--- src/core_macros.svh ---
`ifndef CORE_MACROS_SVH
`define CORE_MACROS_SVH

// datapath and register file
`define LEN_WORD      32
`define LEN_REG_ADDR  5
`define NUM_REGS      32

// instruction fields
`define LEN_OPCODE    7
`define LEN_FUNC3     3
`define LEN_FUNC7     7

// alu_non_imm, alu_non_ext, fpu, mem, jump, branch, fbranch, subst, io
`define LEN_EXEC_TYPE 9

`endif

--- src/isa_pkg.sv ---
`include "core_macros.svh"

package isa_pkg;

    // major opcodes handled by this slice
    typedef enum logic [`LEN_OPCODE-1:0] {
        OPC_OP     = 7'b0110011,
        OPC_OP_IMM = 7'b0010011,
        OPC_LUI    = 7'b0110111,
        OPC_BRANCH = 7'b1100011,
        OPC_JAL    = 7'b1101111,
        OPC_JALR   = 7'b1100111
    } opcode_e;

    typedef enum logic [3:0] {
        ALU_ADD,
        ALU_SUB,
        ALU_SLL,
        ALU_SLT,
        ALU_SLTU,
        ALU_XOR,
        ALU_SRL,
        ALU_SRA,
        ALU_OR,
        ALU_AND
    } alu_op_e;

    // values follow funct3 of the branch encoding
    typedef enum logic [`LEN_FUNC3-1:0] {
        BR_EQ  = 3'b000,
        BR_NE  = 3'b001,
        BR_LT  = 3'b100,
        BR_GE  = 3'b101,
        BR_LTU = 3'b110,
        BR_GEU = 3'b111
    } br_cond_e;

endpackage

--- src/pipe_pkg.sv ---
package pipe_pkg;

    // bit positions inside the exec type word, msb first
    typedef enum logic [3:0] {
        EXEC_IO          = 4'd0,
        EXEC_SUBST       = 4'd1,
        EXEC_FBRANCH     = 4'd2,
        EXEC_BRANCH      = 4'd3,
        EXEC_JUMP        = 4'd4,
        EXEC_MEM         = 4'd5,
        EXEC_FPU         = 4'd6,
        EXEC_ALU_NON_EXT = 4'd7,
        EXEC_ALU_NON_IMM = 4'd8
    } exec_bit_e;

    // decode issue condition
    typedef enum logic [1:0] {
        ISSUE_IDLE  = 2'd0,
        ISSUE_HOLD  = 2'd1,
        ISSUE_STALL = 2'd2
    } issue_state_e;

endpackage

--- src/reg_file.sv ---
`timescale 1ns/1ps
`include "core_macros.svh"

module reg_file (
    input  logic                     clk,
    input  logic                     reset,
    input  logic [`LEN_REG_ADDR-1:0] rs1_addr,
    input  logic [`LEN_REG_ADDR-1:0] rs2_addr,
    output logic [`LEN_WORD-1:0]     rs1_data,
    output logic [`LEN_WORD-1:0]     rs2_data,
    input  logic                     wb_en,
    input  logic [`LEN_REG_ADDR-1:0] wb_addr,
    input  logic [`LEN_WORD-1:0]     wb_data
);

    logic [`LEN_WORD-1:0] regs [`NUM_REGS];

    always_ff @(posedge clk) begin
        if (reset) begin
            for (int i = 0; i < `NUM_REGS; i++) begin
                regs[i] <= '0;
            end
        end else if (wb_en && wb_addr != '0) begin
            regs[wb_addr] <= wb_data;
        end
    end

    // x0 reads as zero
    assign rs1_data = (rs1_addr == '0) ? '0 : regs[rs1_addr];
    assign rs2_data = (rs2_addr == '0) ? '0 : regs[rs2_addr];

endmodule

--- src/inst_decode.sv ---
`timescale 1ns/1ps
`include "core_macros.svh"

module inst_decode (
    input  logic                      clk,
    input  logic                      reset,
    input  logic                      in_valid,
    output logic                      in_ready,
    input  logic [`LEN_WORD-1:0]      in_inst,
    input  logic [`LEN_WORD-1:0]      in_pc,
    output logic [`LEN_REG_ADDR-1:0]  rs1_addr,
    output logic [`LEN_REG_ADDR-1:0]  rs2_addr,
    input  logic [`LEN_WORD-1:0]      rs1_data,
    input  logic [`LEN_WORD-1:0]      rs2_data,
    input  logic                      wb_en,
    input  logic [`LEN_REG_ADDR-1:0]  wb_addr,
    output logic                      d_valid,
    input  logic                      d_ready,
    output logic [`LEN_EXEC_TYPE-1:0] d_exec_type,
    output isa_pkg::alu_op_e          d_alu_op,
    output isa_pkg::br_cond_e         d_br_cond,
    output logic [`LEN_REG_ADDR-1:0]  d_rd,
    output logic [`LEN_WORD-1:0]      d_a,
    output logic [`LEN_WORD-1:0]      d_b,
    output logic [`LEN_WORD-1:0]      d_imm,
    output logic [`LEN_WORD-1:0]      d_pc
);
    import isa_pkg::*;
    import pipe_pkg::*;

    logic [`LEN_OPCODE-1:0]    opcode;
    logic [`LEN_FUNC3-1:0]     funct3;
    logic [`LEN_FUNC7-1:0]     funct7;
    logic [`LEN_REG_ADDR-1:0]  rd;
    logic [`LEN_EXEC_TYPE-1:0] exec_type;
    logic [`LEN_WORD-1:0]      imm;
    alu_op_e                   alu_op;
    logic                      uses_rs1;
    logic                      uses_rs2;
    logic                      writes_rd;
    logic [`NUM_REGS-1:0]      pending;
    logic                      hazard;
    logic                      issue;
    issue_state_e              issue_state;

    assign opcode   = in_inst[6:0];
    assign rd       = in_inst[11:7];
    assign funct3   = in_inst[14:12];
    assign rs1_addr = in_inst[19:15];
    assign rs2_addr = in_inst[24:20];
    assign funct7   = in_inst[31:25];

    // classification and immediate select
    always_comb begin
        exec_type = '0;
        imm       = '0;
        uses_rs1  = 1'b0;
        uses_rs2  = 1'b0;
        writes_rd = 1'b0;
        case (opcode)
            OPC_OP: begin
                exec_type[EXEC_ALU_NON_IMM] = 1'b1;
                exec_type[EXEC_ALU_NON_EXT] = 1'b1;
                uses_rs1  = 1'b1;
                uses_rs2  = 1'b1;
                writes_rd = 1'b1;
            end
            OPC_OP_IMM: begin
                exec_type[EXEC_ALU_NON_EXT] = 1'b1;
                imm       = {{20{in_inst[31]}}, in_inst[31:20]};
                uses_rs1  = 1'b1;
                writes_rd = 1'b1;
            end
            OPC_LUI: begin
                exec_type[EXEC_SUBST] = 1'b1;
                imm       = {in_inst[31:12], 12'b0};
                writes_rd = 1'b1;
            end
            OPC_BRANCH: begin
                exec_type[EXEC_BRANCH] = 1'b1;
                imm = {{19{in_inst[31]}}, in_inst[31], in_inst[7],
                       in_inst[30:25], in_inst[11:8], 1'b0};
                uses_rs1 = 1'b1;
                uses_rs2 = 1'b1;
            end
            OPC_JAL: begin
                exec_type[EXEC_JUMP] = 1'b1;
                imm = {{11{in_inst[31]}}, in_inst[31], in_inst[19:12],
                       in_inst[20], in_inst[30:21], 1'b0};
                writes_rd = 1'b1;
            end
            OPC_JALR: begin
                exec_type[EXEC_JUMP] = 1'b1;
                imm       = {{20{in_inst[31]}}, in_inst[31:20]};
                uses_rs1  = 1'b1;
                writes_rd = 1'b1;
            end
            // anything else retires as a no-op
            default: ;
        endcase
    end

    always_comb begin
        case (funct3)
            3'b000:  alu_op = (opcode == OPC_OP && funct7[5]) ? ALU_SUB : ALU_ADD;
            3'b001:  alu_op = ALU_SLL;
            3'b010:  alu_op = ALU_SLT;
            3'b011:  alu_op = ALU_SLTU;
            3'b100:  alu_op = ALU_XOR;
            3'b101:  alu_op = funct7[5] ? ALU_SRA : ALU_SRL;
            3'b110:  alu_op = ALU_OR;
            default: alu_op = ALU_AND;
        endcase
    end

    // operands pending, or rd still owed by an older write
    assign hazard = (uses_rs1 && rs1_addr != '0 && pending[rs1_addr])
                 || (uses_rs2 && rs2_addr != '0 && pending[rs2_addr])
                 || (writes_rd && rd != '0 && pending[rd]);

    always_comb begin
        if (in_valid && hazard) begin
            issue_state = ISSUE_STALL;
        end else if (d_valid && !d_ready) begin
            issue_state = ISSUE_HOLD;
        end else begin
            issue_state = ISSUE_IDLE;
        end
    end

    assign in_ready = (issue_state == ISSUE_IDLE);
    assign issue    = in_valid && in_ready;

    // clear first so a same-cycle set wins
    always_ff @(posedge clk) begin
        if (reset) begin
            pending <= '0;
        end else begin
            if (wb_en) begin
                pending[wb_addr] <= 1'b0;
            end
            if (issue && writes_rd && rd != '0) begin
                pending[rd] <= 1'b1;
            end
        end
    end

    // register empties during a stall once execute takes its content
    always_ff @(posedge clk) begin
        if (reset) begin
            d_valid <= 1'b0;
        end else if (!d_valid || d_ready) begin
            d_valid <= issue;
        end
    end

    always_ff @(posedge clk) begin
        if (issue) begin
            d_exec_type <= exec_type;
            d_alu_op    <= alu_op;
            d_br_cond   <= br_cond_e'(funct3);
            d_rd        <= rd;
            // jal takes its base from pc
            d_a         <= (opcode == OPC_JAL) ? in_pc : rs1_data;
            d_b         <= rs2_data;
            d_imm       <= imm;
            d_pc        <= in_pc;
        end
    end

endmodule

--- src/exec_unit.sv ---
`timescale 1ns/1ps
`include "core_macros.svh"

module exec_unit (
    input  logic                      clk,
    input  logic                      reset,
    input  logic                      d_valid,
    output logic                      d_ready,
    input  logic [`LEN_EXEC_TYPE-1:0] d_exec_type,
    input  isa_pkg::alu_op_e          d_alu_op,
    input  isa_pkg::br_cond_e         d_br_cond,
    input  logic [`LEN_REG_ADDR-1:0]  d_rd,
    input  logic [`LEN_WORD-1:0]      d_a,
    input  logic [`LEN_WORD-1:0]      d_b,
    input  logic [`LEN_WORD-1:0]      d_imm,
    input  logic [`LEN_WORD-1:0]      d_pc,
    output logic                      e_valid,
    input  logic                      e_ready,
    output logic [`LEN_REG_ADDR-1:0]  e_rd,
    output logic                      e_we,
    output logic [`LEN_WORD-1:0]      e_data,
    output logic                      e_redirect,
    output logic [`LEN_WORD-1:0]      e_target,
    output logic [`LEN_WORD-1:0]      e_pc
);
    import isa_pkg::*;
    import pipe_pkg::*;

    logic                 alu_std;
    logic                 alu_imm;
    logic                 taken;
    logic [`LEN_WORD-1:0] jump_sum;
    logic [`LEN_WORD-1:0] res;
    logic                 we;
    logic                 redirect;
    logic [`LEN_WORD-1:0] target;

    function automatic logic [`LEN_WORD-1:0] alu(input alu_op_e op,
                                                 input logic [`LEN_WORD-1:0] a,
                                                 input logic [`LEN_WORD-1:0] b);
        logic [4:0] shamt;
        shamt = b[4:0];
        case (op)
            ALU_ADD:  return a + b;
            ALU_SUB:  return a - b;
            ALU_SLL:  return a << shamt;
            ALU_SLT:  return {{(`LEN_WORD-1){1'b0}}, $signed(a) < $signed(b)};
            ALU_SLTU: return {{(`LEN_WORD-1){1'b0}}, a < b};
            ALU_XOR:  return a ^ b;
            ALU_SRL:  return a >> shamt;
            ALU_SRA:  return $signed(a) >>> shamt;
            ALU_OR:   return a | b;
            default:  return a & b;
        endcase
    endfunction

    assign alu_std = d_exec_type[EXEC_ALU_NON_EXT] & d_exec_type[EXEC_ALU_NON_IMM];
    assign alu_imm = d_exec_type[EXEC_ALU_NON_EXT] & ~d_exec_type[EXEC_ALU_NON_IMM];

    always_comb begin
        case (d_br_cond)
            BR_EQ:   taken = (d_a == d_b);
            BR_NE:   taken = (d_a != d_b);
            BR_LT:   taken = ($signed(d_a) < $signed(d_b));
            BR_GE:   taken = ($signed(d_a) >= $signed(d_b));
            BR_LTU:  taken = (d_a < d_b);
            BR_GEU:  taken = (d_a >= d_b);
            default: taken = 1'b0;
        endcase
    end

    // d_a holds pc for jal, rs1 for jalr
    assign jump_sum = d_a + d_imm;

    always_comb begin
        res      = '0;
        we       = 1'b0;
        redirect = 1'b0;
        target   = '0;
        if (alu_std) begin
            res = alu(d_alu_op, d_a, d_b);
            we  = 1'b1;
        end else if (alu_imm) begin
            res = alu(d_alu_op, d_a, d_imm);
            we  = 1'b1;
        end else if (d_exec_type[EXEC_SUBST]) begin
            res = d_imm;
            we  = 1'b1;
        end else if (d_exec_type[EXEC_JUMP]) begin
            res      = d_pc + 32'd4;
            we       = 1'b1;
            redirect = 1'b1;
            target   = {jump_sum[`LEN_WORD-1:1], 1'b0};
        end else if (d_exec_type[EXEC_BRANCH]) begin
            redirect = taken;
            target   = taken ? d_pc + d_imm : '0;
        end
    end

    assign d_ready = !e_valid || e_ready;

    always_ff @(posedge clk) begin
        if (reset) begin
            e_valid <= 1'b0;
        end else if (d_ready) begin
            e_valid <= d_valid;
        end
    end

    always_ff @(posedge clk) begin
        if (d_valid && d_ready) begin
            e_rd       <= d_rd;
            e_we       <= we;
            e_data     <= res;
            e_redirect <= redirect;
            e_target   <= target;
            e_pc       <= d_pc;
        end
    end

endmodule

--- src/result_stage.sv ---
`timescale 1ns/1ps
`include "core_macros.svh"

module result_stage (
    input  logic                     clk,
    input  logic                     reset,
    input  logic                     e_valid,
    output logic                     e_ready,
    input  logic [`LEN_REG_ADDR-1:0] e_rd,
    input  logic                     e_we,
    input  logic [`LEN_WORD-1:0]     e_data,
    input  logic                     e_redirect,
    input  logic [`LEN_WORD-1:0]     e_target,
    input  logic [`LEN_WORD-1:0]     e_pc,
    output logic                     out_valid,
    input  logic                     out_ready,
    output logic [`LEN_WORD-1:0]     out_pc,
    output logic [`LEN_REG_ADDR-1:0] out_rd,
    output logic                     out_we,
    output logic [`LEN_WORD-1:0]     out_data,
    output logic                     out_redirect,
    output logic [`LEN_WORD-1:0]     out_target,
    output logic                     wb_en,
    output logic [`LEN_REG_ADDR-1:0] wb_addr,
    output logic [`LEN_WORD-1:0]     wb_data
);

    assign e_ready = !out_valid || out_ready;

    always_ff @(posedge clk) begin
        if (reset) begin
            out_valid <= 1'b0;
        end else if (e_ready) begin
            out_valid <= e_valid;
        end
    end

    always_ff @(posedge clk) begin
        if (e_valid && e_ready) begin
            out_pc       <= e_pc;
            out_rd       <= e_rd;
            // no write for x0
            out_we       <= e_we && (e_rd != '0);
            out_data     <= e_data;
            out_redirect <= e_redirect;
            out_target   <= e_target;
        end
    end

    // write-back commits with the retiring transfer
    assign wb_en   = out_valid && out_ready && out_we;
    assign wb_addr = out_rd;
    assign wb_data = out_data;

endmodule

--- src/exec_top.sv ---
`timescale 1ns/1ps
`include "core_macros.svh"

module exec_top (
    input  logic                     clk,
    input  logic                     reset,
    input  logic                     in_valid,
    output logic                     in_ready,
    input  logic [`LEN_WORD-1:0]     in_inst,
    input  logic [`LEN_WORD-1:0]     in_pc,
    output logic                     out_valid,
    input  logic                     out_ready,
    output logic [`LEN_WORD-1:0]     out_pc,
    output logic [`LEN_REG_ADDR-1:0] out_rd,
    output logic                     out_we,
    output logic [`LEN_WORD-1:0]     out_data,
    output logic                     out_redirect,
    output logic [`LEN_WORD-1:0]     out_target
);
    import isa_pkg::*;

    // register file ports
    logic [`LEN_REG_ADDR-1:0]  rs1_addr;
    logic [`LEN_REG_ADDR-1:0]  rs2_addr;
    logic [`LEN_WORD-1:0]      rs1_data;
    logic [`LEN_WORD-1:0]      rs2_data;
    logic                      wb_en;
    logic [`LEN_REG_ADDR-1:0]  wb_addr;
    logic [`LEN_WORD-1:0]      wb_data;

    // decode to execute
    logic                      d_valid;
    logic                      d_ready;
    logic [`LEN_EXEC_TYPE-1:0] d_exec_type;
    alu_op_e                   d_alu_op;
    br_cond_e                  d_br_cond;
    logic [`LEN_REG_ADDR-1:0]  d_rd;
    logic [`LEN_WORD-1:0]      d_a;
    logic [`LEN_WORD-1:0]      d_b;
    logic [`LEN_WORD-1:0]      d_imm;
    logic [`LEN_WORD-1:0]      d_pc;

    // execute to result
    logic                      e_valid;
    logic                      e_ready;
    logic [`LEN_REG_ADDR-1:0]  e_rd;
    logic                      e_we;
    logic [`LEN_WORD-1:0]      e_data;
    logic                      e_redirect;
    logic [`LEN_WORD-1:0]      e_target;
    logic [`LEN_WORD-1:0]      e_pc;

    inst_decode u_inst_decode (.*);

    reg_file u_reg_file (.*);

    exec_unit u_exec_unit (.*);

    result_stage u_result_stage (.*);

endmodule

--- config.mk ---
export PLATFORM = sky130hd
export DESIGN_NAME = exec_top
export DESIGN_NICKNAME = d
export VERILOG_FILES = /design/src/isa_pkg.sv /design/src/pipe_pkg.sv /design/src/reg_file.sv /design/src/inst_decode.sv /design/src/exec_unit.sv /design/src/result_stage.sv /design/src/exec_top.sv
export VERILOG_INCLUDE_DIRS = /design/src
export SDC_FILE = /design/constraint.sdc
export NUM_CORES = 2
export LEC_CHECK = 0
export BUFFER_PORTS_ARGS = -buffer_cell sky130_fd_sc_hd__buf_2
export CAP_MARGIN = 20
export CORE_MARGIN = 2
export CORE_UTILIZATION = 25
export CTS_CLUSTER_DIAMETER = 100
export DETAILED_ROUTE_END_ITERATION = 8
export GPL_ROUTABILITY_DRIVEN = 0
export GPL_TIMING_DRIVEN = 0
export MAX_ROUTING_LAYER = met4
export PLACE_DENSITY_LB_ADDON = 0.25
export SLEW_MARGIN = 20
export SYNTH_ARGS = -nofsm -noshare
export SYNTH_HDL_FRONTEND = slang
export SYNTH_SLANG_ARGS = --single-unit
--- constraint.sdc ---
create_clock -name clk -period 10.1 [get_ports clk]
set_clock_uncertainty 0.2 [all_clocks]
set_input_delay 2.02 -clock clk [delete_from_list [all_inputs] [get_ports clk]]
set_output_delay 2.02 -clock clk [all_outputs]
set_load 0.1 [all_outputs]
==> results_dict.tcl <==
set metrics [dict create \
    status "finished, violations left" \
    violations "DRC" \
    grt_usage_pct 24.3 \
    final_nets 7685 \
    placed_cell_area_um2 95100 \
    setup_viol 0 \
    dieArea_um2 356000 \
    vias 69500 \
    fin_area_um2 101000 \
    cts_inserted_buffers 166 \
    rr_worst_depth 18 \
    cp_num_buf_inv 6 \
    ioPinCount 173 \
    synth_edf_count 1375 \
    crit_path_max_fanout 11 \
    fin_util_pct 28.8 \
    grt_overflow 0 \
    fmax_ghz 0.130 \
    yosysTopAreaCell "edfxtp_1" \
    synth_common_cells "edfxtp_1, and2_1, mux4_2" \
    hold_end "u_result_stage.out_data[0]$_DFFE_PP_" \
    largest-register "u_reg_file.regs" \
    hold-path-cell-count 0 \
    detail-route-antenna-nets 0 \
    crit_path_top_delay_cell "nor4_1" \
    synth_cell_types 87 \
    holdBufCountCts 0 \
    seq_area_frac_synth_pct 47.9 \
    cp_data_required_time_ps 10420 \
    p_leak_nw 35.1 \
    route.detailed.drc 54 \
    cts_tree "yes" \
    syn_area_um2 87700 \
    syn_inst 6989 \
    clk_path_buf_depth 4 \
    cts_resized 0 \
    cp.arrival_ps 8010 \
    start_util_pct 25.1 \
    min-delay-path-class "flop to flop" \
    synth.area.top_cells "edfxtp_1, mux4_2, and2_1" \
    synthFlopType "edfxtp_1" \
    avgRoutedWirePerCell_um 35.5 \
    core_area_um2 349000 \
    drt_wl_total_um 431000 \
    yosys_warnings 0 \
    maxSlewViolCount 0 \
    avgSynthCellArea_um2 12.6 \
    powerDensity_nw_per_um2 169 \
    die_x_um 596 \
    ir_worst_vdd_uv 117 \
    async_flop_share_pct 0 \
    dp.final_hpwl_um 323000 \
    r2r_end "u_exec_unit.e_data[20]$_DFFE_PP_" \
    slew_headroom_pct 9.57 \
    worst-r2r-setup-slack_ps 2410 \
    cp_top_family "buffers and inverters" \
    syn_to_final_growth_pct 14.7 \
    port_buffers 165 \
    cp_cell_sequence "clkbuf_1 > inv_1 > buf_2 > buf_2 > buf_1 > clkbuf_1 > ha_1 > nor2b_2 > nor3_1 > o41ai_4 > a211oi_2 > o21ai_4 > o22ai_1 > a21oi_1 > a21oi_1 > nor4_1 > a21oi_1 > or3_1" \
    post-cts-setup-buffers 0 \
    grt_max_degree 105 \
    root_buffer "clkbuf_16" \
    grt_pass1_vias 67100 \
    drtIter0Drc 11200 \
    insertion_delay_ps 870 \
    synth-seq-cells 1410 \
    yosysMostFrequentCell "edfxtp_1" \
    antenna_found_initial 77 \
    path_class "flop to flop" \
    path_clk_slew_ps 60 \
    dr.pass1.iters 9 \
    fin_crit_sh_pct 76.1 \
    final_hold_viol_count 0 \
    crit_path_max_incr_delay_ps 990 \
    die_y_um 596 \
    crit_top_cell "a21oi_1" \
    cts_max_level 4 \
    worst_pin_slew_ps 1360 \
    period_needed_ps 7690 \
    end_kind "flop" \
    critPathLaunchType "flop" \
    worstReg2RegStart "u_inst_decode.d_b[2]$_SDFFCE_PP0P_" \
    clock-sinks 1410 \
    rows 217 \
    min_from "u_exec_unit.e_data[0]$_DFFE_PP_" \
    largest_reg_flops 1024 \
    drive_gt1_share_pct 18.6 \
    yosysTopAreaCellShare_pct 47.1 \
    avgViaCountPerCell 5.72 \
    drv_cap 0 \
    grt_pass1_wl_um 576000 \
    rsz0062_at_grt "no" \
]
[stage by stage]
stage	power [mW]	worst slack [ps]	cells	hold slack, ps	TNS [ps]
CTS	16.8	2530	12100	186	0
finish	17.0	2410	12200	197	0
detailed placement	10.8	2520	11800	205	0
floorplan	9.17	2340	7020	200	0
global route	17.3	2360	12100	202	0
global placement	10.8	-1500	11800	201	-291150
[worst register-to-register path, stage by stage (launching register included)]
cell	delay, ps
edfxtp_1	410
clkbuf_1	380
inv_1	180
buf_2	280
buf_2	370
buf_1	560
clkbuf_1	720
ha_1	500
nor2b_2	310
nor3_1	120
o41ai_4	490
a211oi_2	190
o21ai_4	290
o22ai_1	280
a21oi_1	220
a21oi_1	140
nor4_1	990
a21oi_1	230
or3_1	530
[layout by cell type, fill, tap and decap left out, types with 19 or more instances in the layout]
cell type / synthesis / final
or2_2: 50 / 33
conb_1: 1 / 32
nor2_1: 407 / 400
clkbuf_16: 0 / 169
nor2b_1: 60 / 59
nor3_1: 73 / 73
and2_1: 1018 / 1018
nand2_1: 296 / 296
edfxtp_1: 1375 / 1375
buf_2: 29 / 232
diode_2: 0 / 48
nand2b_1: 30 / 30
a31oi_1: 41 / 41
o211ai_1: 54 / 54
clkinv_1: 4 / 32
clkbuf_1: 511 / 514
xor2_1: 29 / 29
ha_1: 226 / 226
o21bai_1: 41 / 40
mux4_2: 745 / 745
o22ai_1: 59 / 59
a21oi_1: 345 / 344
a21o_1: 60 / 60
a211o_1: 19 / 19
a22oi_1: 30 / 30
nand4_1: 23 / 23
or3_1: 31 / 31
buf_1: 99 / 59
xnor2_1: 83 / 83
inv_1: 181 / 180
a221oi_1: 34 / 32
mux2i_1: 157 / 147
dfxtp_1: 35 / 35
nor4_1: 21 / 20
a211oi_1: 63 / 61
nand3_1: 75 / 75
o221ai_1: 38 / 38
o21ai_0: 356 / 355
o31ai_1: 29 / 29
clkbuf_2: 0 / 36
[cell type report]
class	instances	area, um^2
multi-input cells	4783	42900
well taps	4599	5750
clock inverters	82	792
plain buffers	641	2550
clock buffers	207	4380
inverters	186	706
diodes	48	120
repair buffers	198	1400
flip-flops and latches	1410	42000
fillers	35700	249000
[per-layer routing]
| metal | vias up | GRT usage, % | routed length [um] |
|---|---|---|---|
| li1 | 27600 | - | - |
| met1 | 35500 | 28.2 | 157000 |
| met2 | 4994 | 36.6 | 192000 |
| met3 | 1425 | 7.30 | 47300 |
| met4 | 0 | 15.6 | 35100 |
| met5 | - | - | 0 |
[kinds of logic (layout without fill, tap and decap cells)]
family	count (synthesis)	in the layout	share of synthesized area [%]
multiplexers	920	920	21.1
other	1	80	0.00427
XOR/XNOR	112	112	1.12
adder cells (fa/ha/maj)	231	231	3.34
buffers and inverters	827	1314	3.59
flip-flops	1410	1410	47.9
AO/OA/AOI/OAI	1339	1339	9.75
AND/OR/NAND/NOR	2149	2149	13.2
[worst max path at each step]
stage	to	cells after the start	slack [ps]	from
CTS	in_ready	10	2530	in_inst[7]
global placement	u_exec_unit.e_pc[9]$_DFFE_PP_	3	-1500	out_ready
floorplan	u_exec_unit.e_data[0]$_DFFE_PP_	2	2340	out_ready
global route	u_exec_unit.e_target[23]$_SDFFCE_PP0P_	18	2360	u_inst_decode.d_b[1]$_SDFFCE_PP0P_
finish	u_exec_unit.e_data[20]$_DFFE_PP_	18	2410	u_inst_decode.d_b[2]$_SDFFCE_PP0P_
detailed placement	in_ready	10	2520	in_inst[7]
[where the power goes]
group | internal, mW | switching, mW
Sequential | 6.69 | 0.320
Combinational | 1.24 | 2.73
Clock | 3.39 | 2.61
Note: power is estimated with default switching activity, not from simulation.
